===== config.mk =====
export PLATFORM = sky130hd
export DESIGN_NAME = shade_unit
export DESIGN_NICKNAME = d
export VERILOG_FILES = /design/src/hw/colmix_pkg.sv /design/src/hw/shade_unit.sv
export VERILOG_INCLUDE_DIRS = /design/src /design/src/include
export SDC_FILE = /design/constraint.sdc
export NUM_CORES = 1
export LEC_CHECK = 0
export BUFFER_PORTS_ARGS = -buffer_cell sky130_fd_sc_hd__buf_4
export CELL_PAD_IN_SITES_DETAIL_PLACEMENT = 2
export CELL_PAD_IN_SITES_GLOBAL_PLACEMENT = 2
export CORE_ASPECT_RATIO = 0.5
export CORE_MARGIN = 2
export CORE_UTILIZATION = 32
export DETAILED_ROUTE_END_ITERATION = 8
export PLACE_DENSITY = 0.92
export SKIP_CTS_REPAIR_TIMING = 1
export SYNTH_ARGS = -nofsm -noshare
export SYNTH_HDL_FRONTEND = slang
export SYNTH_SLANG_ARGS = --single-unit

===== constraint.sdc =====
create_clock -name clk -period 1.2 [get_ports clk]
set_input_delay 0.24 -clock clk [delete_from_list [all_inputs] [get_ports clk]]
set_output_delay 0.24 -clock clk [all_outputs]
set_load 0.005 [all_outputs]

===== src/include/colmix_macros.svh =====
// width and pipeline-depth macros for the colour mixer, included by the RTL and the testbench
`ifndef COLMIX_MACROS_SVH
`define COLMIX_MACROS_SVH

// palette address on the video side, 4K colours
`define COLMIX_PAL_AW 12

// cpu word address, 8K words
// video side only ever sees the lower half
`define COLMIX_CPU_AW 13

// palette word and cpu data bus
`define COLMIX_DATA_W 16

// one colour component, 4 palette bits plus the extra lsb
`define COLMIX_COLOR_W 5

// colour stages inside blank_delay
// priority and shade stages add two more, so 4 pixels in total
`define COLMIX_BLANK_DLY 2

`endif


===== src/hw/colmix_pkg.sv =====
// video pixel-path types of the colour mixer, imported by the RTL blocks and the testbench
`include "colmix_macros.svh"

package colmix_pkg;

    // one pixel from every layer generator, sampled together on pxl_cen
    typedef struct packed {
        logic [10:0] tmap_addr;   // tile mapper palette index
        logic [13:0] obj_pxl;     // sprite pixel incl. priority bits
        logic [7:0]  road_pxl;
        logic        rc3;         // road control
        logic        sa;
        logic        sb;
        logic        fix;         // fixed text layer on top
        logic        shadow;
    } layer_in_t;

    // final colour, red in the upper bits
    typedef struct packed {
        logic [`COLMIX_COLOR_W-1:0] red;
        logic [`COLMIX_COLOR_W-1:0] green;
        logic [`COLMIX_COLOR_W-1:0] blue;
    } rgb_t;

    // layer picked by the priority equations
    typedef enum logic [1:0] {
        LAYER_ROAD,
        LAYER_TILE,
        LAYER_OBJ
    } layer_sel_e;

    // shadow / highlight mode
    typedef enum logic [1:0] {
        SHADE_NONE,
        SHADE_DIM,
        SHADE_LIGHT
    } shade_e;

endpackage


===== src/hw/shade_unit.sv =====
// shadow and highlight stage, unpacks the palette word and dims or lightens the colour
`timescale 1ns/1ps
`include "colmix_macros.svh"

module shade_unit (
    input  logic                      clk,
    input  logic                      rst_n,
    input  logic                      pxl_cen,
    input  logic [`COLMIX_DATA_W-1:0] pal_word,
    input  logic                      shadow,
    output colmix_pkg::rgb_t          shaded
);

    import colmix_pkg::*;

    logic [`COLMIX_COLOR_W-1:0] r_pal;
    logic [`COLMIX_COLOR_W-1:0] g_pal;
    logic [`COLMIX_COLOR_W-1:0] b_pal;
    shade_e                     mode;
    rgb_t                       shaded_d;

    // 3/4 of the value
    function automatic logic [`COLMIX_COLOR_W-1:0] dim(
        input logic [`COLMIX_COLOR_W-1:0] a
    );
        return a - (a >> 2);
    endfunction

    // 5/4 of the value, clipped at full scale
    function automatic logic [`COLMIX_COLOR_W-1:0] light(
        input logic [`COLMIX_COLOR_W-1:0] a
    );
        logic [`COLMIX_COLOR_W:0] sum;
        sum = {1'b0, a} + ({1'b0, a} >> 2);
        return sum[`COLMIX_COLOR_W] ? {`COLMIX_COLOR_W{1'b1}} : sum[`COLMIX_COLOR_W-1:0];
    endfunction

    // nibble per colour, bits 14:12 hold the extra lsbs
    assign r_pal = {pal_word[3:0], pal_word[12]};
    assign g_pal = {pal_word[7:4], pal_word[13]};
    assign b_pal = {pal_word[11:8], pal_word[14]};

    // bit 15 of the palette entry picks highlight over shadow
    always_comb begin
        if (!shadow) begin
            mode = SHADE_NONE;
        end else if (pal_word[15]) begin
            mode = SHADE_LIGHT;
        end else begin
            mode = SHADE_DIM;
        end
    end

    always_comb begin
        case (mode)
            SHADE_LIGHT: shaded_d = '{red: light(r_pal), green: light(g_pal), blue: light(b_pal)};
            SHADE_DIM:   shaded_d = '{red: dim(r_pal), green: dim(g_pal), blue: dim(b_pal)};
            default:     shaded_d = '{red: r_pal, green: g_pal, blue: b_pal};
        endcase
    end

    // ram data is settled one clk after the address, well before the next enable
    always_ff @(posedge clk or negedge rst_n) begin
        if (!rst_n) begin
            shaded <= '0;
        end else if (pxl_cen) begin
            shaded <= shaded_d;
        end
    end

endmodule


==> qor.csv, run 1 <==
metric,value,unit
status,aborted with a tool error,
synth_top_area_cell,dfrtp_1,
root_buffer,clkbuf_8,
synthFlopType,dfrtp_1,
synth_top_area_share,23.06,%
clock_path_buffers,2,
gp_congestion,0.9036,
stop_error,[ERROR DPL-0033] detailed placement checks failed during check placement.,
h-tree-depth,1,
ios,35,
endpoint_type,register data pin,
start_util,33.15,%
port_buffers,34,
synth_nets,237,
seq_area_frac_synth,23.06,%
synth_edf_count,0,
die_w,104.9,um
yosysWarnings,0,
synth_commonest_cells,"nor2_1 (24), inv_1 (23), a21oi_1 (18), ha_1 (18), dfrtp_1 (15)",
rows,18,
ys_async_sr_fraction,100.0,%
grt_max_degree,23,
postGrtWorstEndpoint,shaded[13]$_DFFE_PN0P_/D,
cts_made_buffers,3,
cts.sinks,15,
synthTopCellsByArea,"dfrtp_1 (23%), ha_1 (14%), fa_1 (7.4%)",
ys_seq_elements,15,
synthMostInstantiatedCell,nor2_1,
syn_avg_cell_area,8.434,um^2
antenna_found_initial,0,
haltStage,global routing,
syn-instance-count,193,
syn-cell-area,1628,um^2
dp_hpwl,6.042,mm
die_h,54.44,um
synthDistinctLibCells,44,
-- per-stage QoR --
stage	instances	setup WS, ps	hold slack [ps]	instance area [um^2]	util [%]
CTS	334	-690.0	-173.4	2545	51.83
floorplan	193	-645.1	-55.59	1886	-
detailed placement	330	-915.0	113.7	2499	50.89
global placement	330	-740.4	105.6	2499	50.89
-- cells by family after synthesis --
kind of cell	after synthesis	share of synthesized area, %
buf+inv	30	7.148
simple gates	61	19.60
flops	15	23.06
xor+xnor	5	2.690
fa+ha+maj	24	21.21
mux	9	5.534
compound gates	49	20.75
==> inputs of run 2 (changes only) <==
--- a/config.mk
+++ b/config.mk
@@ -7,13 +7,10 @@
 export NUM_CORES = 1
 export LEC_CHECK = 0
 export BUFFER_PORTS_ARGS = -buffer_cell sky130_fd_sc_hd__buf_4
-export CELL_PAD_IN_SITES_DETAIL_PLACEMENT = 2
-export CELL_PAD_IN_SITES_GLOBAL_PLACEMENT = 2
-export CORE_ASPECT_RATIO = 0.5
 export CORE_MARGIN = 2
-export CORE_UTILIZATION = 32
+export CORE_UTILIZATION = 40
 export DETAILED_ROUTE_END_ITERATION = 8
-export PLACE_DENSITY = 0.92
+export PLACE_DENSITY_LB_ADDON = 0.15
 export SKIP_CTS_REPAIR_TIMING = 1
 export SYNTH_ARGS = -nofsm -noshare
 export SYNTH_HDL_FRONTEND = slang
==> run 2 against run 1 <==
  * The flow now finishes, with violations (setup timing)
  * Synthesized cell count unchanged
  * Area after synthesis did not move
==> qor.csv, run 2 <==
metric,value,unit,change
syn-instance-count,193,,unchanged
path_class,input port to register,,
grt_max_degree,16,,
p_leak,1.219,nW,
grt_overflow,0,,
rsz0062_at_grt,yes,,
rows,23,,+5
clkSlewWorstSetupHoldPaths,60,ps,
fill_cells,285,,
max-cap-violations,0,,
ys_async_sr_fraction,100.0,%,unchanged
critPathMaxFanout,2,,
dp.cells,316,,-4.2%
worstPathArrival,1860,ps,
max_clock_freq,579.6,MHz,
start_kind,input port,,
final_common_cell,buf_4,,
path_buf_inv,2,,
top_register,shaded,,
syn_avg_cell_area,8.434,um^2,unchanged
finalHoldViolCount,0,,
cts_made_buffers,3,,unchanged
synthDistinctLibCells,44,,unchanged
fin_area,2890,um^2,
h-tree-depth,1,,unchanged
synth_nets,237,,unchanged
yosysWarnings,0,,unchanged
grt_pass1_wl,7.652,mm,
critPathCaptureType,register,,
synth_edf_count,0,,unchanged
final_util,72.78,%,
slowest_stage,or3b_4,,
wl_per_cell,15.61,um,
violations,setup timing,,
root_buffer,clkbuf_8,,
syn-cell-area,1628,um^2,unchanged
antenna_cells,0,,
placed_cell_area,2519,um^2,+0.80%
post_drt_via_cell_ratio,5.367,,
regToRegStartpoint,shaded[14],,
ios,35,,unchanged
maxSlewViolCount,0,,
multi_input_area,1491,um^2,
hold_ws,356.6,ps,
clock_path_buffers,2,,unchanged
worst_slack,-525.5,ps,
seqCellArea,375.4,um^2,
synthTopCellsByArea,"dfrtp_1 (23%), ha_1 (14%), fa_1 (7.4%)",,
dp_hpwl,3.915,mm,-35%
insertion_delay,240,ps,
finalSetupViolCount,15,,
hp-class,input port to register,,
final.min_clock_period,1725,ps,
worst_slew_pin_slew,341.9,ps,
cpPeakStageDelay,400,ps,
power.density,717.6,nW/um^2,
path_delay_family,simple AND/OR/NAND/NOR gates,,
ant_nets,0,,
coreArea,3971,um^2,
status,"complete, but fails checks",,
drc_errors,0,,
gp_congestion,0.9534,,+5.5%
cts.sinks,15,,unchanged
mostFrequentLayoutCells,"buf_4 (71), nor2_1 (22), dfrtp_1 (15), a21oi_1 (14), ha_4 (12)",,
top_regs,shaded x15,,
cts_tree,yes,,
antenna_found_initial,0,,
ys_seq_elements,15,,unchanged
die_area,4595,um^2,
finalCritPeriodShare,143.8,%,
grt_pass1_vias,1760,,
drt-initial-drc-count,70,,
start_util,40.99,%,+7.8 points
wl,5.104,mm,
grt_usage,21.89,%,
synth_top_area_share,23.06,%,unchanged
cp-startpoint,pal_word[3],,
area_delta_synth_final,77.56,%,
largest_register_ffs,15,,
min-delay-start,pxl_cen,,
drt_first_pass_iters,4,,
cp_cell_sequence,buf_8 -> clkinvlp_4 -> ha_4 -> or3b_4 -> and3_4 -> or4_1 -> a32o_1,,
layout-drive-gt1-share,54.15,%,
seq_area_frac_synth,23.06,%,unchanged
die_h,67.79,um,+25%
synth_commonest_cells,"nor2_1 (24), inv_1 (23), a21oi_1 (18), ha_1 (18), dfrtp_1 (15)",,
slew_headroom,77.20,%,
synthFlopType,dfrtp_1,,
vias,1755,,
die_w,67.79,um,-35%
peakVddDrop,0.7783,mV,
fin_cells,327,,
port_buffers,34,,unchanged
synthMostInstantiatedCell,nor2_1,,
nNetsFinal,322,,
worst_ep_required_time,1340,ps,
clock_skew,0,ps,
synth_top_area_cell,dfrtp_1,,
[run 2: final cells by class]
cell class | count | share of cell area (%)
tap | 50 | 2.165
inverter | 23 | 5.022
multi-input combinational | 148 | 51.60
sequential | 15 | 12.99
clock buffer | 4 | 1.558
timing repair buffer | 87 | 26.67
[run 2: worst register-to-register path: cells and delay by family (launching register included)]
family,cells,cell delay (ps)
flops,1,380
compound gates,1,310
simple gates,1,130
[run 2: metal layers]
layer / vias to the layer above / global-route usage, % / wire [um]
met5: - / 0 / 0
met2: 40 / 39.95 / 2704
li1: 859 / - / -
met3: 7 / 4.667 / 180
met4: 0 / 5.750 / 46
met1: 849 / 25.80 / 2173
[run 2: path summary, 6_finish.rpt]
path	slack [ps]	end	cells after the start
max	-530	shaded[13]	7
min	360	shaded[11]	3
max reg2reg	260	shaded[14]	2
min reg2reg	510	shaded[12]	2
max in group asynchronous	630	shaded[6]	2
min in group asynchronous	390	shaded[8]	2
[run 2: cells by family (layout without fill, tap and decap cells)]
group,count (synthesis),after routing,share of synthesized area (%)
DFF,15,15,23.06
buffers and inverters,30,114,7.148
muxes,9,9,5.534
xor gates and xnor gates,5,5,2.690
AOI/OAI and AO/OA,49,49,20.75
adders and majority gates,24,24,21.21
and+or+nand+nor,61,61,19.60
[run 2: through the flow]
step           setup TNS (ps)  total power, W  worst slack [ps]
5_1_grt                 -3815        0.002218            -540.3
3_5_place_dp            -8016        0.001517            -763.9
3_3_place_gp            -7630        0.001488            -739.1
6_report                -3093        0.002074            -525.5
4_1_cts                 -4096        0.001938            -499.1
2_1_floorplan           -3543        0.001071            -645.1
[run 2: where the power goes]
group	total (W)	internal [W]	switching (W)
registers	0.000616	0.000575	0.0000415
logic	0.00106	0.000579	0.000478
clock network	0.000401	0.000235	0.000166
total	0.00207	0.00139	0.000685
Note: power is estimated with default switching activity, not from simulation.
==> inputs of run 3 (changes only) <==
--- a/config.mk
+++ b/config.mk
@@ -6,6 +6,8 @@
 export SDC_FILE = /design/constraint.sdc
 export NUM_CORES = 1
 export LEC_CHECK = 0
+export ABC_AREA = 1
+export ABC_CLOCK_PERIOD_IN_PS = 1200
 export BUFFER_PORTS_ARGS = -buffer_cell sky130_fd_sc_hd__buf_4
 export CORE_MARGIN = 2
 export CORE_UTILIZATION = 40
==> run 3 against run 2 <==
  * The flow still finishes with violations (setup timing)
  * Non-clock buffer count is 13 lower
  * Flip-flop and latch count unchanged
  * Largest power group unchanged
  * Wire length down 3.1%
==> qor.csv, run 3 <==
metric,value,unit,change
status,"complete, but fails checks",,
violations,setup timing,,
layout-drive-gt1-share,47.69,%,-6.5 points
slew_headroom,69.86,%,-7.3 points
gp_congestion,0.8349,,-12%
final_util,67.16,%,-5.6 points
worst_ep_required_time,1340,ps,about the same
clock_skew,0,ps,unchanged
synthTopCellsByArea,"dfrtp_1 (22%), ha_1 (13%), nand2_1 (12%)",,
final.min_clock_period,1300,ps,-425.1 ps
preCtsSetupSlack,-423.4,ps,+340.5 ps
dp_hpwl,3.707,mm,-5.3%
rsz0062_at_grt,yes,,
grt_pass1_wl,7.728,mm,+0.99%
worst_slew_pin_slew,451.6,ps,+109.7 ps
synth_nets,297,,+25%
synthMostInstantiatedCell,nand2_1,,
synth_commonest_cells,"nand2_1 (55), nor2_1 (39), inv_1 (35)",,
grt_overflow,0,,unchanged
top_regs,shaded x15,,
ys_seq_elements,15,,unchanged
drc_errors,0,,unchanged
largest_register_ffs,15,,unchanged
clock_path_buffers,2,,unchanged
grt_pass1_vias,1778,,+1.0%
die_w,69.20,um,+2.1%
cpPeakStageDelay,410,ps,about the same
switching_share,36.02,%,+3.0 points
path_delay_family,adder cells,,
slowest_stage,fa_2,,
p_seq_share,30.5,%,+0.8 points
rows,23,,unchanged
vias,1935,,+10%
die_area,4789,um^2,+4.2%
antenna_cells,0,,unchanged
ant_nets,0,,unchanged
switchingPower,0.0007224,W,+5.4%
critPathMaxFanout,3,,+1
syn_avg_cell_area,6.721,um^2,-20%
hold_ws,328.3,ps,-28.25 ps
mostFrequentLayoutCells,"buf_4 (63), nand2_1 (42), nor2_1 (38), nand3_1 (27), inv_1 (18)",,
ios,35,,unchanged
cts_made_buffers,3,,unchanged
hp-class,input port to register,,
start_kind,input port,,
synth_top_area_cell,dfrtp_1,,
clkSlewWorstSetupHoldPaths,60,ps,about the same
finalSetupViolCount,6,,-9
wl,4.944,mm,-3.1%
die_h,69.20,um,+2.1%
cp_cell_sequence,buf_6 -> ha_4 -> inv_2 -> fa_2 -> buf_4 -> nor2_1 -> nor2_1 -> a21oi_2 -> a21oi_2,,
synthDistinctLibCells,30,,-32%
syn-cell-area,1700,um^2,+4.5%
seq_area_frac_synth,22.08,%,-0.98 points
final_common_cell,buf_4,,
finalCritPeriodShare,108.4,%,-35 points
wl_per_cell,13.18,um,-16%
fill_cells,356,,+25%
max-cap-violations,0,,unchanged
worstPathArrival,1440,ps,-420 ps
syn-instance-count,253,,+31%
yosysWarnings,0,,unchanged
port_buffers,34,,unchanged
synth_edf_count,0,,unchanged
maxSlewViolCount,0,,unchanged
ys_async_sr_fraction,100.0,%,unchanged
root_buffer,clkbuf_8,,
combPwrFrac,48.7,%,-2.3 points
drt-initial-drc-count,157,,+120%
post_drt_via_cell_ratio,5.160,,-3.9%
cts_tree,yes,,
peakVddDrop,0.4662,mV,-40%
drt_first_pass_iters,4,,unchanged
path_class,input port to register,,
max_clock_freq,769.0,MHz,+33%
finalHoldViolCount,0,,unchanged
antenna_found_initial,0,,unchanged
start_util,41.91,%,+0.92 points
clock_power_share,20.8,%,+1.5 points
nNetsFinal,370,,+15%
synth_top_area_share,22.08,%,-0.98 points
critPathCaptureType,register,,
p_leak,1.272,nW,+4.3%
top_register,shaded,,
grt_max_degree,20,,+4
power.density,736.0,nW/um^2,+2.6%
grt_usage,19.24,%,-2.6 points
area_delta_synth_final,60.26,%,
insertion_delay,250,ps,about the same
p_int,0.001283,W,-7.6%
path_buf_inv,3,,+1
worst_slack,-100.3,ps,+425.1 ps
h-tree-depth,1,,unchanged
cts.sinks,15,,unchanged
synthFlopType,dfrtp_1,,
coreArea,4058,um^2,+2.2%
-- run 3: changes by cell type after synthesis, moves of 7 or more --
cell | before | now
nor2b_1 | 7 | 0
nand3_1 | 2 | 31
nand2_1 | 6 | 55
mux2i_1 | 9 | 0
nor2_1 | 24 | 39
inv_1 | 23 | 35
-- run 3: area by class of cell --
class | instances | area, um^2 | share of cell area [%]
flip-flops and latches | 15 | 375.4 | 13.77
repair buffers | 74 | 639.4 | 23.46
inverters | 38 | 180.2 | 6.612
well taps | 50 | 62.56 | 2.296
clock inverters | 1 | 5.005 | 0.1837
clock buffers | 3 | 41.29 | 1.515
multi-input cells | 194 | 1421 | 52.16
-- run 3: worst paths after layout --
check                              to    startpoint  slack [ps]  cells after the start
setup / recovery            shaded[7]  pal_word[13]        -100                      9
hold / removal             shaded[10]  pal_word[12]         330                      3
setup reg to reg           shaded[13]    shaded[13]         340                      3
hold reg to reg             shaded[9]     shaded[9]         490                      2
max in group asynchronous   shaded[2]         rst_n         640                      2
min in group asynchronous   shaded[0]         rst_n         380                      2
-- run 3: power groups by stage --
stage | clock [W] | combinational (W) | sequential, W
after floorplan | 0 | 0.000434 | 0.000620
after global placement | 0 | 0.000828 | 0.000620
after detailed placement | 0 | 0.000847 | 0.000622
after CTS | 0.000428 | 0.000850 | 0.000614
after global routing | 0.000453 | 0.00108 | 0.000620
final | 0.000416 | 0.000977 | 0.000612
-- run 3: cell families (layout without fill, tap and decap cells) --
kind of cell	count (synthesis)	in the layout	share of synthesized area (%)
DFF	15	15	22.08
buffers and inverters	44	116	10.67
AOI/OAI and AO/OA	31	31	10.08
adders and majority gates	24	24	20.31
and+or+nand+nor	139	139	36.87
-- run 3: per-layer routing --
layer	share of wire (%)	wire length (um)	track usage, %	up-vias
li1	-	-	-	960
met1	43	2139	26.46	899
met2	49	2432	30.98	66
met3	6.1	300	4.070	10
met4	1.4	71	4.575	0
met5	0	0	0	-
-- run 3: through the flow --
stage	TNS, ps	instance area (um^2)	cells	total power [W]
2_1_floorplan	-1054	1862	253	0.001054
3_3_place_gp	-4475	2406	364	0.001448
3_5_place_dp	-4769	2406	364	0.001469
4_1_cts	-936.6	2452	368	0.001893
5_1_grt	-1125	2725	375	0.002148
6_report	-354.4	2725	375	0.002006
-- run 3: worst min-delay path, cell delays in order --
cell,delay (ps)
buf_12,100
a211oi_1,90
a21oi_2,110
