**config.mk**
```make
export PLATFORM = sky130hd
export DESIGN_NAME = layer_priority
export DESIGN_NICKNAME = d
export VERILOG_FILES = /design/src/hw/colmix_pkg.sv /design/src/hw/layer_priority.sv
export VERILOG_INCLUDE_DIRS = /design/src /design/src/include
export SDC_FILE = /design/constraint.sdc
export NUM_CORES = 1
export LEC_CHECK = 0
export ABC_AREA = 1
export BUFFER_PORTS_ARGS = -buffer_cell sky130_fd_sc_hd__clkbuf_2
export CAP_MARGIN = 20
export CORE_MARGIN = 4
export CORE_UTILIZATION = 25
export DETAILED_ROUTE_END_ITERATION = 6
export HOLD_SLACK_MARGIN = 0.02
export PLACE_DENSITY = 0.53
export SLEW_MARGIN = 20
export SYNTH_ARGS = -nofsm -noshare
export SYNTH_HDL_FRONTEND = slang
export SYNTH_SLANG_ARGS = --single-unit
```
**constraint.sdc**
```tcl
create_clock -name clk -period 1.6 [get_ports clk]
set_input_delay 0.32 -clock clk [delete_from_list [all_inputs] [get_ports clk]]
set_output_delay 0.32 -clock clk [all_outputs]
set_load 0.005 [all_outputs]
```
**src/include/colmix_macros.svh**
```systemverilog
// width and pipeline-depth macros for the colour mixer, included by the RTL and the testbench
`ifndef COLMIX_MACROS_SVH
`define COLMIX_MACROS_SVH

// palette address on the video side, 4K colours
`define COLMIX_PAL_AW 12

// cpu word address, 8K words
// video side only ever sees the lower half
`define COLMIX_CPU_AW 13

// palette word and cpu data bus
`define COLMIX_DATA_W 16

// one colour component, 4 palette bits plus the extra lsb
`define COLMIX_COLOR_W 5

// colour stages inside blank_delay
// priority and shade stages add two more, so 4 pixels in total
`define COLMIX_BLANK_DLY 2

`endif

```
**src/hw/colmix_pkg.sv**
```systemverilog
// video pixel-path types of the colour mixer, imported by the RTL blocks and the testbench
`include "colmix_macros.svh"

package colmix_pkg;

    // one pixel from every layer generator, sampled together on pxl_cen
    typedef struct packed {
        logic [10:0] tmap_addr;   // tile mapper palette index
        logic [13:0] obj_pxl;     // sprite pixel incl. priority bits
        logic [7:0]  road_pxl;
        logic        rc3;         // road control
        logic        sa;
        logic        sb;
        logic        fix;         // fixed text layer on top
        logic        shadow;
    } layer_in_t;

    // final colour, red in the upper bits
    typedef struct packed {
        logic [`COLMIX_COLOR_W-1:0] red;
        logic [`COLMIX_COLOR_W-1:0] green;
        logic [`COLMIX_COLOR_W-1:0] blue;
    } rgb_t;

    // layer picked by the priority equations
    typedef enum logic [1:0] {
        LAYER_ROAD,
        LAYER_TILE,
        LAYER_OBJ
    } layer_sel_e;

    // shadow / highlight mode
    typedef enum logic [1:0] {
        SHADE_NONE,
        SHADE_DIM,
        SHADE_LIGHT
    } shade_e;

endpackage

```
**src/hw/layer_priority.sv**
```systemverilog
// layer priority mux, picks road, tile or sprite pixel and registers the palette address
`timescale 1ns/1ps
`include "colmix_macros.svh"

module layer_priority (
    input  logic                      clk,
    input  logic                      rst_n,
    input  logic                      pxl_cen,
    input  colmix_pkg::layer_in_t     layer,
    output logic [`COLMIX_PAL_AW-1:0] pal_addr,
    output logic                      shadow_q
);

    import colmix_pkg::*;

    // sprite pixel from the previous enable
    logic [13:0]               obj_q;
    logic                      road_hit;
    layer_sel_e                sel;
    logic [`COLMIX_PAL_AW-1:0] addr_d;

    // road wins only when fix is clear and the held sprite is transparent
    // or carries the road-through code
    always_comb begin
        road_hit = !layer.fix && (
            (obj_q[3:0] == 4'h0 && (!layer.rc3 || (!layer.sa && !layer.sb))) ||
            (obj_q[11:10] == 2'b10 && obj_q[3:0] == 4'b0101));
        if (road_hit) begin
            sel = LAYER_ROAD;
        end else if (layer.sa || layer.sb || layer.fix) begin
            sel = LAYER_TILE;
        end else begin
            sel = LAYER_OBJ;
        end
    end

    // palette address per layer
    always_comb begin
        case (sel)
            LAYER_ROAD: begin
                // road colours sit in the 0x400 block, bit 7 sign-extended
                addr_d = {2'b01, {3{layer.road_pxl[7]}}, layer.road_pxl[6:0]};
            end
            LAYER_TILE: begin
                addr_d = {1'b0, layer.tmap_addr};
            end
            default: begin
                // skip the sprite shadow and priority bits 6:4
                addr_d = {1'b1, layer.obj_pxl[13:7], layer.obj_pxl[3:0]};
            end
        endcase
    end

    always_ff @(posedge clk or negedge rst_n) begin
        if (!rst_n) begin
            obj_q    <= '0;
            pal_addr <= '0;
            shadow_q <= 1'b0;
        end else if (pxl_cen) begin
            obj_q    <= layer.obj_pxl;
            pal_addr <= addr_d;
            // shadow follows its pixel into the shade stage
            shadow_q <= layer.shadow;
        end
    end

endmodule

```
==> impl_metrics.json, run 1 <==
{
  "crit_arrival_ps": 1580,
  "syn_avg_cell_area_sq_um": 7.37,
  "antenna_found_initial": 0,
  "fin_ws_ps": 215,
  "clock_latency_ps": 250,
  "tns_ps": 0,
  "rows": 23,
  "clock.fmax_ghz": 0.722,
  "dp_cells": 241,
  "critPathTopFamily": "simple AND/OR/NAND/NOR gates",
  "synth-warning-count": 0,
  "dp_hpwl_um": 2270,
  "hold_viol": 0,
  "fp.coreArea_sq_um": 4030,
  "fin_crit_sh_pct": 86.5,
  "antenna_cells": 0,
  "cts_tree": "done",
  "reg2reg_depth": 9,
  "synth_top_flop_cell": "dfrtp_1",
  "critPathLaunchType": "flop",
  "globalRouteTotalUtil_pct": 12.2,
  "required_ps": 1800,
  "cts_root_buffer": "clkbuf_8",
  "drcViolationCount": 0,
  "final_layout_size_suffix_gt1_share_pct": 32.3,
  "r2r_slack_ps": 220,
  "seq_area_frac_synth_pct": 45.5,
  "ir_worst_vdd_uv": 239,
  "die_w_um": 72.7,
  "fp.dieH_um": 72.7,
  "maxCapViolCount": 0,
  "r2r_start": "obj_q[10]",
  "htree_levels": 1,
  "crit_type": "reg -> reg",
  "grt_max_degree": 21,
  "nNetsFinal": 237,
  "first_pass_iters": 4,
  "cts_buffers": 3,
  "ant_nets": 0,
  "grt_pass1_wl_um": 5110,
  "end_kind": "flop",
  "instances_no_fill": 245,
  "clk_path_buf_depth": 2,
  "status": "finished clean",
  "setup_viol": 0,
  "path_max_fanout": 18,
  "post_drt_wl_per_cell_um": 11.8,
  "r2r_end": "pal_addr[7]",
  "tightest_slew_ps": 477,
  "report.final.slew_viol_count": 0,
  "postCtsSetupBuffers": 0,
  "area_delta_synth_final_pct": 34.6,
  "start_util_pct": 26.0,
  "p_leak_nw": 0.805,
  "crit_slowest_cell": "dfrtp_1",
  "async_reset_ff_share_pct": 100,
  "overflow": 0,
  "vias_per_cell": 4.17,
  "cpPeakStageDelay_ps": 370,
  "slew-limit-headroom_pct": 68.2,
  "cts.sinks": 19,
  "syn_inst": 142,
  "drt_wl_total_um": 2900,
  "rsz0062_at_grt": "no",
  "crit_path_cell_trace": "inv_1 -> nand3_1 -> a21oi_4 -> nand2_4 -> nand2_1 -> nand2_2 -> nand2_1 -> nand2_1 -> nand2_1",
  "place_worst_setup_slack_ps": 81.2,
  "synth_edf_count": 0,
  "post-route-min-period_ps": 1380,
  "gp_congestion": 0.712,
  "fin_skew_ps": 2.15,
  "synth.distinct_cells": 18,
  "grt_pass1_vias": 1096,
  "post_cts_resized": 0,
  "pin_count": 54,
  "crit_path_frequent_cell": "nand2_1",
  "vias": 1021,
  "hold_path_class": "in -> async",
  "synth_fp_nets": 183,
  "synth_area_sq_um": 1050,
  "dieArea_sq_um": 5280,
  "dr.first_iter.drc_count": 47,
  "clk_pin_slew_ps": 70,
  "holdBufCountCts": 0,
  "io_buffers": 50,
  "synth-seq-cells": 19,
  "worst-path-buf-inv": 1,
  "power_density_nw_per_um2": 824
}
==> metal layers <==
layer | track usage (%) | share of wire, % | vias up
li1 | - | - | 559
met1 | 15.5 | 45 | 432
met2 | 20.6 | 48 | 28
met3 | 3.17 | 7.1 | 2
met4 | 3.07 | 0.59 | 0
met5 | 0 | 0 | -
==> power by group <==
group	internal (mW)	switching [mW]	total [mW]
sequential	0.533	0.0280	0.561
clock	0.173	0.163	0.335
combinational	0.120	0.144	0.264
==> synthesized netlist by cell type (all sizes together), types with 2 or more instances <==
cell type,n,area [sq um]
o21ai,10,50.0
buf,2,16.3
clkbuf,3,11.3
nand3b,7,52.6
nor2,6,22.5
inv,12,45.0
nand2,62,245
nand3,15,75.1
o21a,2,15.0
dfrtp,19,475
a21oi,2,21.3
==> worst max path at each step <==
stage / depth (start not counted) / slack (ps) / to / from
after global routing: 9 / 30 / pal_addr[2] / obj_q[3]
after floorplan: 9 / 280 / pal_addr[0] / obj_q[10]
final: 9 / 220 / pal_addr[7] / obj_q[10]
after global placement: 8 / 90 / pal_addr[11] / layer[2]
after CTS: 9 / 170 / pal_addr[7] / obj_q[10]
after detailed placement: 10 / 80 / pal_addr[7] / layer[2]
==> cell type report <==
type / count / area, sq um
fillers: 488 / 2620
multi-input cells: 106 / 498
flip-flops and latches: 19 / 475
repair buffers: 54 / 280
well taps: 50 / 62.6
inverters: 12 / 45.0
clock buffers: 3 / 41.3
clock inverters: 1 / 5.00
==> per-stage QoR <==
stage / hold WS, ps / power [mW] / instance area, sq um / utilization, %
4_1_cts: 30.5 / 1.19 / 1410 / 34.9
3_5_place_dp: 309 / 0.844 / 1360 / 33.8
3_3_place_gp: 315 / 0.842 / 1360 / 33.8
6_report: 9.27 / 1.16 / 1410 / 34.9
2_1_floorplan: 24.4 / 0.705 / 1050 / -
5_1_grt: 54.4 / 1.24 / 1410 / 34.9
==> logic make-up (layout without fill, tap and decap cells) <==
logic type / count (synthesis) / in the layout / synth area share [%]
buffers and inverters: 17 / 70 / 6.94
AO/OA/AOI/OAI: 14 / 14 / 8.25
AND/OR/NAND/NOR: 92 / 92 / 39.4
flip-flops: 19 / 19 / 45.5
==> worst register-to-register path, stage by stage (launching register included) <==
cell	delay (ps)
dfrtp_1	370
inv_1	70
nand3_1	110
a21oi_4	180
nand2_4	150
nand2_1	180
nand2_2	110
nand2_1	70
nand2_1	40
nand2_1	50
==> state kept, by name (all words and copies together), names as in the netlist <==
name and count:
shadow_q 1, pal_addr 12, obj_q 6
==> placed cells by master, fill, tap and decap left out <==
cell type  instances
inv_1             12
dfrtp_1           19
o21a_1             2
a21oi_4            1
nand2_1           59
nand3b_1           7
a21oi_1            1
clkbuf_2          50
buf_4              4
clkinv_2           1
nor2_1             6
nand2_4            1
clkbuf_8           3
o21ai_1            1
nand2_2            2
o21ai_0            9
nor3_2             1
nor4_1             1
nand3_1           15
(Power assumes the default switching activity.)
==> run 2: changes to the inputs <==
- ABC_CLOCK_PERIOD_IN_PS: default -> 1600
- RECOVER_POWER: default -> 50
==> impl_metrics.json, run 2 (same netlist as run 1, synthesis figures left out) <==
{
  "post_cts_resized": 0,
  "r2r_slack_ps": 220,
  "grt_max_degree": 21,
  "p_int_mw": 0.826,
  "met3_usage_pct": 3.17,
  "crit_path_frequent_cell": "nand2_1",
  "crit_path_cell_trace": "inv_1 -> nand3_1 -> a21oi_4 -> nand2_4 -> nand2_1 -> nand2_2 -> nand2_1 -> nand2_1 -> nand2_1",
  "grt.busiest_layer": "met2",
  "rsz0062_at_grt": "no",
  "finalInstanceArea_sq_um": 1410,
  "io_buffers": 50,
  "critPathLaunchType": "flop",
  "first_pass_iters": 4,
  "p_comb_share_pct": 22.7,
  "tns_ps": 0,
  "top_regs": "pal_addr: 12 flops, obj_q: 6 flops, shadow_q: 1 flops",
  "maxCapViolCount": 0,
  "fp.dieH_um": 72.7,
  "crit_start": "obj_q[10]",
  "seq_power_share_pct": 48.4,
  "post_drt_wl_per_cell_um": 11.8,
  "clk_pin_slew_ps": 70,
  "grt_pass1_vias": 1096,
  "nNetsFinal": 237,
  "cts_buffers": 3,
  "clock.fmax_ghz": 0.722,
  "fin_crit_sh_pct": 86.5,
  "setup_viol": 0,
  "postCtsSetupBuffers": 0,
  "reg2reg_depth": 9,
  "cts.sinks": 19,
  "globalRouteTotalUtil_pct": 12.2,
  "crit_type": "reg -> reg",
  "r2r_start": "obj_q[10]",
  "htree_levels": 1,
  "overflow": 0,
  "p_total_mw": 1.16,
  "end_kind": "flop",
  "clk_path_buf_depth": 2,
  "r2r_end": "pal_addr[7]",
  "vias": 1022,
  "antenna_found_initial": 0,
  "holdBufCountCts": 0,
  "dr.first_iter.drc_count": 47,
  "ant_nets": 0,
  "status": "finished clean",
  "hold_path_class": "in -> async",
  "crit_slowest_cell": "dfrtp_1",
  "dp_hpwl_um": 2270,
  "post-route-util_pct": 34.9,
  "crit_arrival_ps": 1580,
  "hold_viol": 0,
  "p_leak_nw": 0.802,
  "multi_input_area_sq_um": 498,
  "dieArea_sq_um": 5280,
  "cp-endpoint": "pal_addr[7]",
  "gp_congestion": 0.712,
  "fp.coreArea_sq_um": 4030,
  "cts_tree": "done",
  "gr-usage-met1_pct": 15.5,
  "fillers": 489,
  "vias_per_cell": 4.17,
  "met2_usage_pct": 20.6,
  "antenna_cells": 0,
  "mostFrequentLayoutCells": "nand2_1 (59), clkbuf_2 (49), dfrtp_1 (19)",
  "tightest_slew_ps": 1020,
  "grt_pass1_wl_um": 5110,
  "pin_count": 54,
  "cpPeakStageDelay_ps": 370,
  "ir_worst_vdd_uv": 239,
  "final_layout_size_suffix_gt1_share_pct": 31.8,
  "final_common_cell": "nand2_1",
  "post-route-min-period_ps": 1380,
  "power_density_nw_per_um2": 825,
  "whs_ps": 215,
  "required_ps": 1800,
  "drcViolationCount": 0,
  "path_max_fanout": 18,
  "area_delta_synth_final_pct": 34.4,
  "fin_skew_ps": 2.15,
  "cts_root_buffer": "clkbuf_8",
  "dpl_cell_area_sq_um": 1360,
  "rows": 23,
  "slew-limit-headroom_pct": 32.3,
  "clock_latency_ps": 250,
  "register_area_sq_um": 475,
  "die_w_um": 72.7,
  "power.switching_mw": 0.334,
  "drt_wl_total_um": 2890,
  "start_util_pct": 26.0,
  "largest_register_ffs": 12,
  "largest_register": "pal_addr",
  "swShare_pct": 28.8,
  "p_clk_share_pct": 28.9,
  "report.final.slew_viol_count": 0
}
run 2: cell counts in the layout (fill, tap and decap cells not counted):
No cell type changed its count.
run 2: power groups by stage:
stage	sequential, mW	clock, mW	combinational (mW)
2_1_floorplan	0.572	0	0.133
3_3_place_gp	0.570	0	0.272
3_5_place_dp	0.571	0	0.273
4_1_cts	0.562	0.355	0.274
5_1_grt	0.567	0.364	0.311
6_report	0.561	0.335	0.263
run 2: how the worst min path moves through the flow:
stage	from	end	slack (ps)	cells past startpoint
final	rst_n	pal_addr[1]	220	1
after global routing	layer[13]	obj_q[0]	290	3
after floorplan	rst_n	obj_q[0]	20	0
after global placement	rst_n	pal_addr[1]	320	1
after CTS	rst_n	pal_addr[1]	30	1
after detailed placement	rst_n	pal_addr[1]	310	1
run 2: worst max-delay path, delay by kind of cell (launching register included):
kind                   cells  cell delay [ps]
buffers and inverters      1               70
AND/OR/NAND/NOR            7              700
AO/OA/AOI/OAI              1              180
flip-flops                 1              370
run 2: metal layers:
metal,vias to the layer above,share of wire (%)
met5,-,0
met4,0,0.59
met3,2,7.1
met2,28,48
met1,433,45
li1,559,-
run 2: final cells by class:
class                           instances  share of cell area [%]
Multi-Input combinational cell        106                    35.4
Sequential cell                        19                    33.8
Timing Repair Buffer                   54                    19.8
Tap cell                               50                    4.45
Inverter                               12                    3.20
Clock buffer                            3                    2.94
Clock inverter                          1                   0.356
run 2: metrics by stage:
step	std cells	setup WS, ps
after global placement	241	92.1
after global routing	245	29.9
after detailed placement	241	81.2
after floorplan	142	280
final	245	215
after CTS	245	169
==> run 3: changes to the inputs <==
- CORE_UTILIZATION: 25 -> 35
- PLACE_DENSITY: 0.53 -> 0.68
==> impl_metrics.json, run 3 (same netlist as run 1, synthesis figures left out) <==
{
  "setup_viol": 0,
  "path_max_fanout": 18,
  "final_layout_size_suffix_gt1_share_pct": 31.5,
  "grt_pass1_vias": 1157,
  "cts.sinks": 19,
  "grt_max_degree": 20,
  "largest_register": "pal_addr",
  "hold_path_class": "in -> reg",
  "mostFrequentLayoutCells": "nand2_1 (59), clkbuf_2 (49), dfrtp_1 (19)",
  "clock_latency_ps": 300,
  "vias_per_cell": 4.82,
  "io_buffers": 50,
  "tightest_slew_ps": 494,
  "hold_viol": 0,
  "cpPeakStageDelay_ps": 410,
  "antenna_cells": 0,
  "htree_levels": 1,
  "post-route-min-period_ps": 1430,
  "worst-path-buf-inv": 0,
  "slew-limit-headroom_pct": 67.0,
  "cts_tree": "done",
  "required_ps": 1830,
  "crit_path_frequent_cell": "nand2_1",
  "rsz0062_at_grt": "no",
  "fp.dieH_um": 62.7,
  "pin_count": 54,
  "crit_arrival_ps": 1660,
  "top_regs": "pal_addr: 12 flops, obj_q: 6 flops, shadow_q: 1 flops",
  "status": "finished clean",
  "power_density_nw_per_um2": 776,
  "overflow": 0,
  "crit_type": "reg -> reg",
  "report.final.slew_viol_count": 0,
  "dpl_cell_area_sq_um": 1350,
  "vias": 1098,
  "ant_nets": 0,
  "clock.fmax_ghz": 0.697,
  "end_kind": "flop",
  "largest_register_ffs": 12,
  "start_util_pct": 37.3,
  "holdBufCountCts": 1,
  "critPathTopFamily": "simple AND/OR/NAND/NOR gates",
  "globalRouteTotalUtil_pct": 15.0,
  "cts_root_buffer": "clkbuf_4",
  "drcViolationCount": 0,
  "postCtsSetupBuffers": 0,
  "maxCapViolCount": 0,
  "antenna_found_initial": 0,
  "cts_buffers": 3,
  "fin_crit_sh_pct": 89.6,
  "drt_wl_total_um": 2750,
  "post_cts_resized": 0,
  "final_common_cell": "nand2_1",
  "first_pass_iters": 4,
  "gp_congestion": 0.815,
  "fillers": 286,
  "dp_hpwl_um": 2230,
  "clk_path_buf_depth": 2,
  "crit_path_cell_trace": "nor2_1 -> nand2_1 -> a21oi_4 -> nand2_4 -> nand2_1 -> nand2_2 -> nand2_1 -> nand2_1 -> nand2_1",
  "area_delta_synth_final_pct": 31.7,
  "nNetsFinal": 239,
  "fp.coreArea_sq_um": 2810,
  "die_w_um": 62.7,
  "grt_pass1_wl_um": 4770,
  "post_drt_wl_per_cell_um": 12.1,
  "ir_worst_vdd_uv": 302,
  "finalInstanceArea_sq_um": 1380,
  "p_leak_nw": 0.800,
  "dr.first_iter.drc_count": 35,
  "fin_skew_ps": 19.0,
  "clk_pin_slew_ps": 120,
  "tns_ps": 0,
  "dieArea_sq_um": 3930,
  "rows": 19,
  "critPathLaunchType": "flop",
  "crit_slowest_cell": "dfrtp_1"
}
run 3: cell count changes in the layout (fill, tap and decap cells not counted), sizes merged:
cell	previous run	this run
dlygate4sd3	0	1
clkbuf	53	54
run 3: report_power, final:
| part | internal, mW | switching, mW |
|---|---|---|
| sequential | 0.533 | 0.0297 |
| clock | 0.0931 | 0.148 |
| combinational | 0.121 | 0.144 |
run 3: worst register-to-register path: cells and delay by family, from the launching register on:
family / cells / cell delay (ps)
compound gates: 1 / 150
flops: 1 / 410
simple gates: 8 / 780
run 3: final cells by class:
cell class / count / area [sq um] / area share (%)
Inverter: 12 / 45.0 / 3.27
Multi-Input combinational cell: 106 / 498 / 36.1
Clock inverter: 1 / 5.00 / 0.363
Tap cell: 31 / 38.8 / 2.82
Clock buffer: 3 / 22.5 / 1.63
Timing Repair Buffer: 56 / 293 / 21.3
Sequential cell: 19 / 475 / 34.5
run 3: path summary, 6_finish.rpt:
check / startpoint / to / slack, ps / cells past startpoint
max: obj_q[3] / pal_addr[3] / 170 / 9
min: layer[16] / obj_q[3] / 230 / 3
max reg2reg: obj_q[3] / pal_addr[3] / 170 / 9
min reg2reg: shadow_q / shadow_q / 490 / 2
max in group asynchronous: rst_n / pal_addr[4] / 770 / 2
min in group asynchronous: rst_n / obj_q[3] / 480 / 2
run 3: metrics by stage:
stage               hold slack [ps]  util (%)  power [mW]  cells  setup slack, ps
floorplan                      24.4         -       0.705    142              280
global placement                300      47.9       0.833    223              185
detailed placement              309      47.9       0.843    223              161
CTS                             229      49.3        1.09    228              181
global route                    239      49.1        1.15    228             38.5
finish                          232      49.1        1.07    228              166
run 3: layer usage:
metal | share of wire [%] | GRT usage, % | wire length, um
met5 | 0 | 0 | 0
met4 | 1.2 | 4.13 | 34
met3 | 7.4 | 3.96 | 203
met2 | 46 | 26.2 | 1270
met1 | 45 | 18.0 | 1240
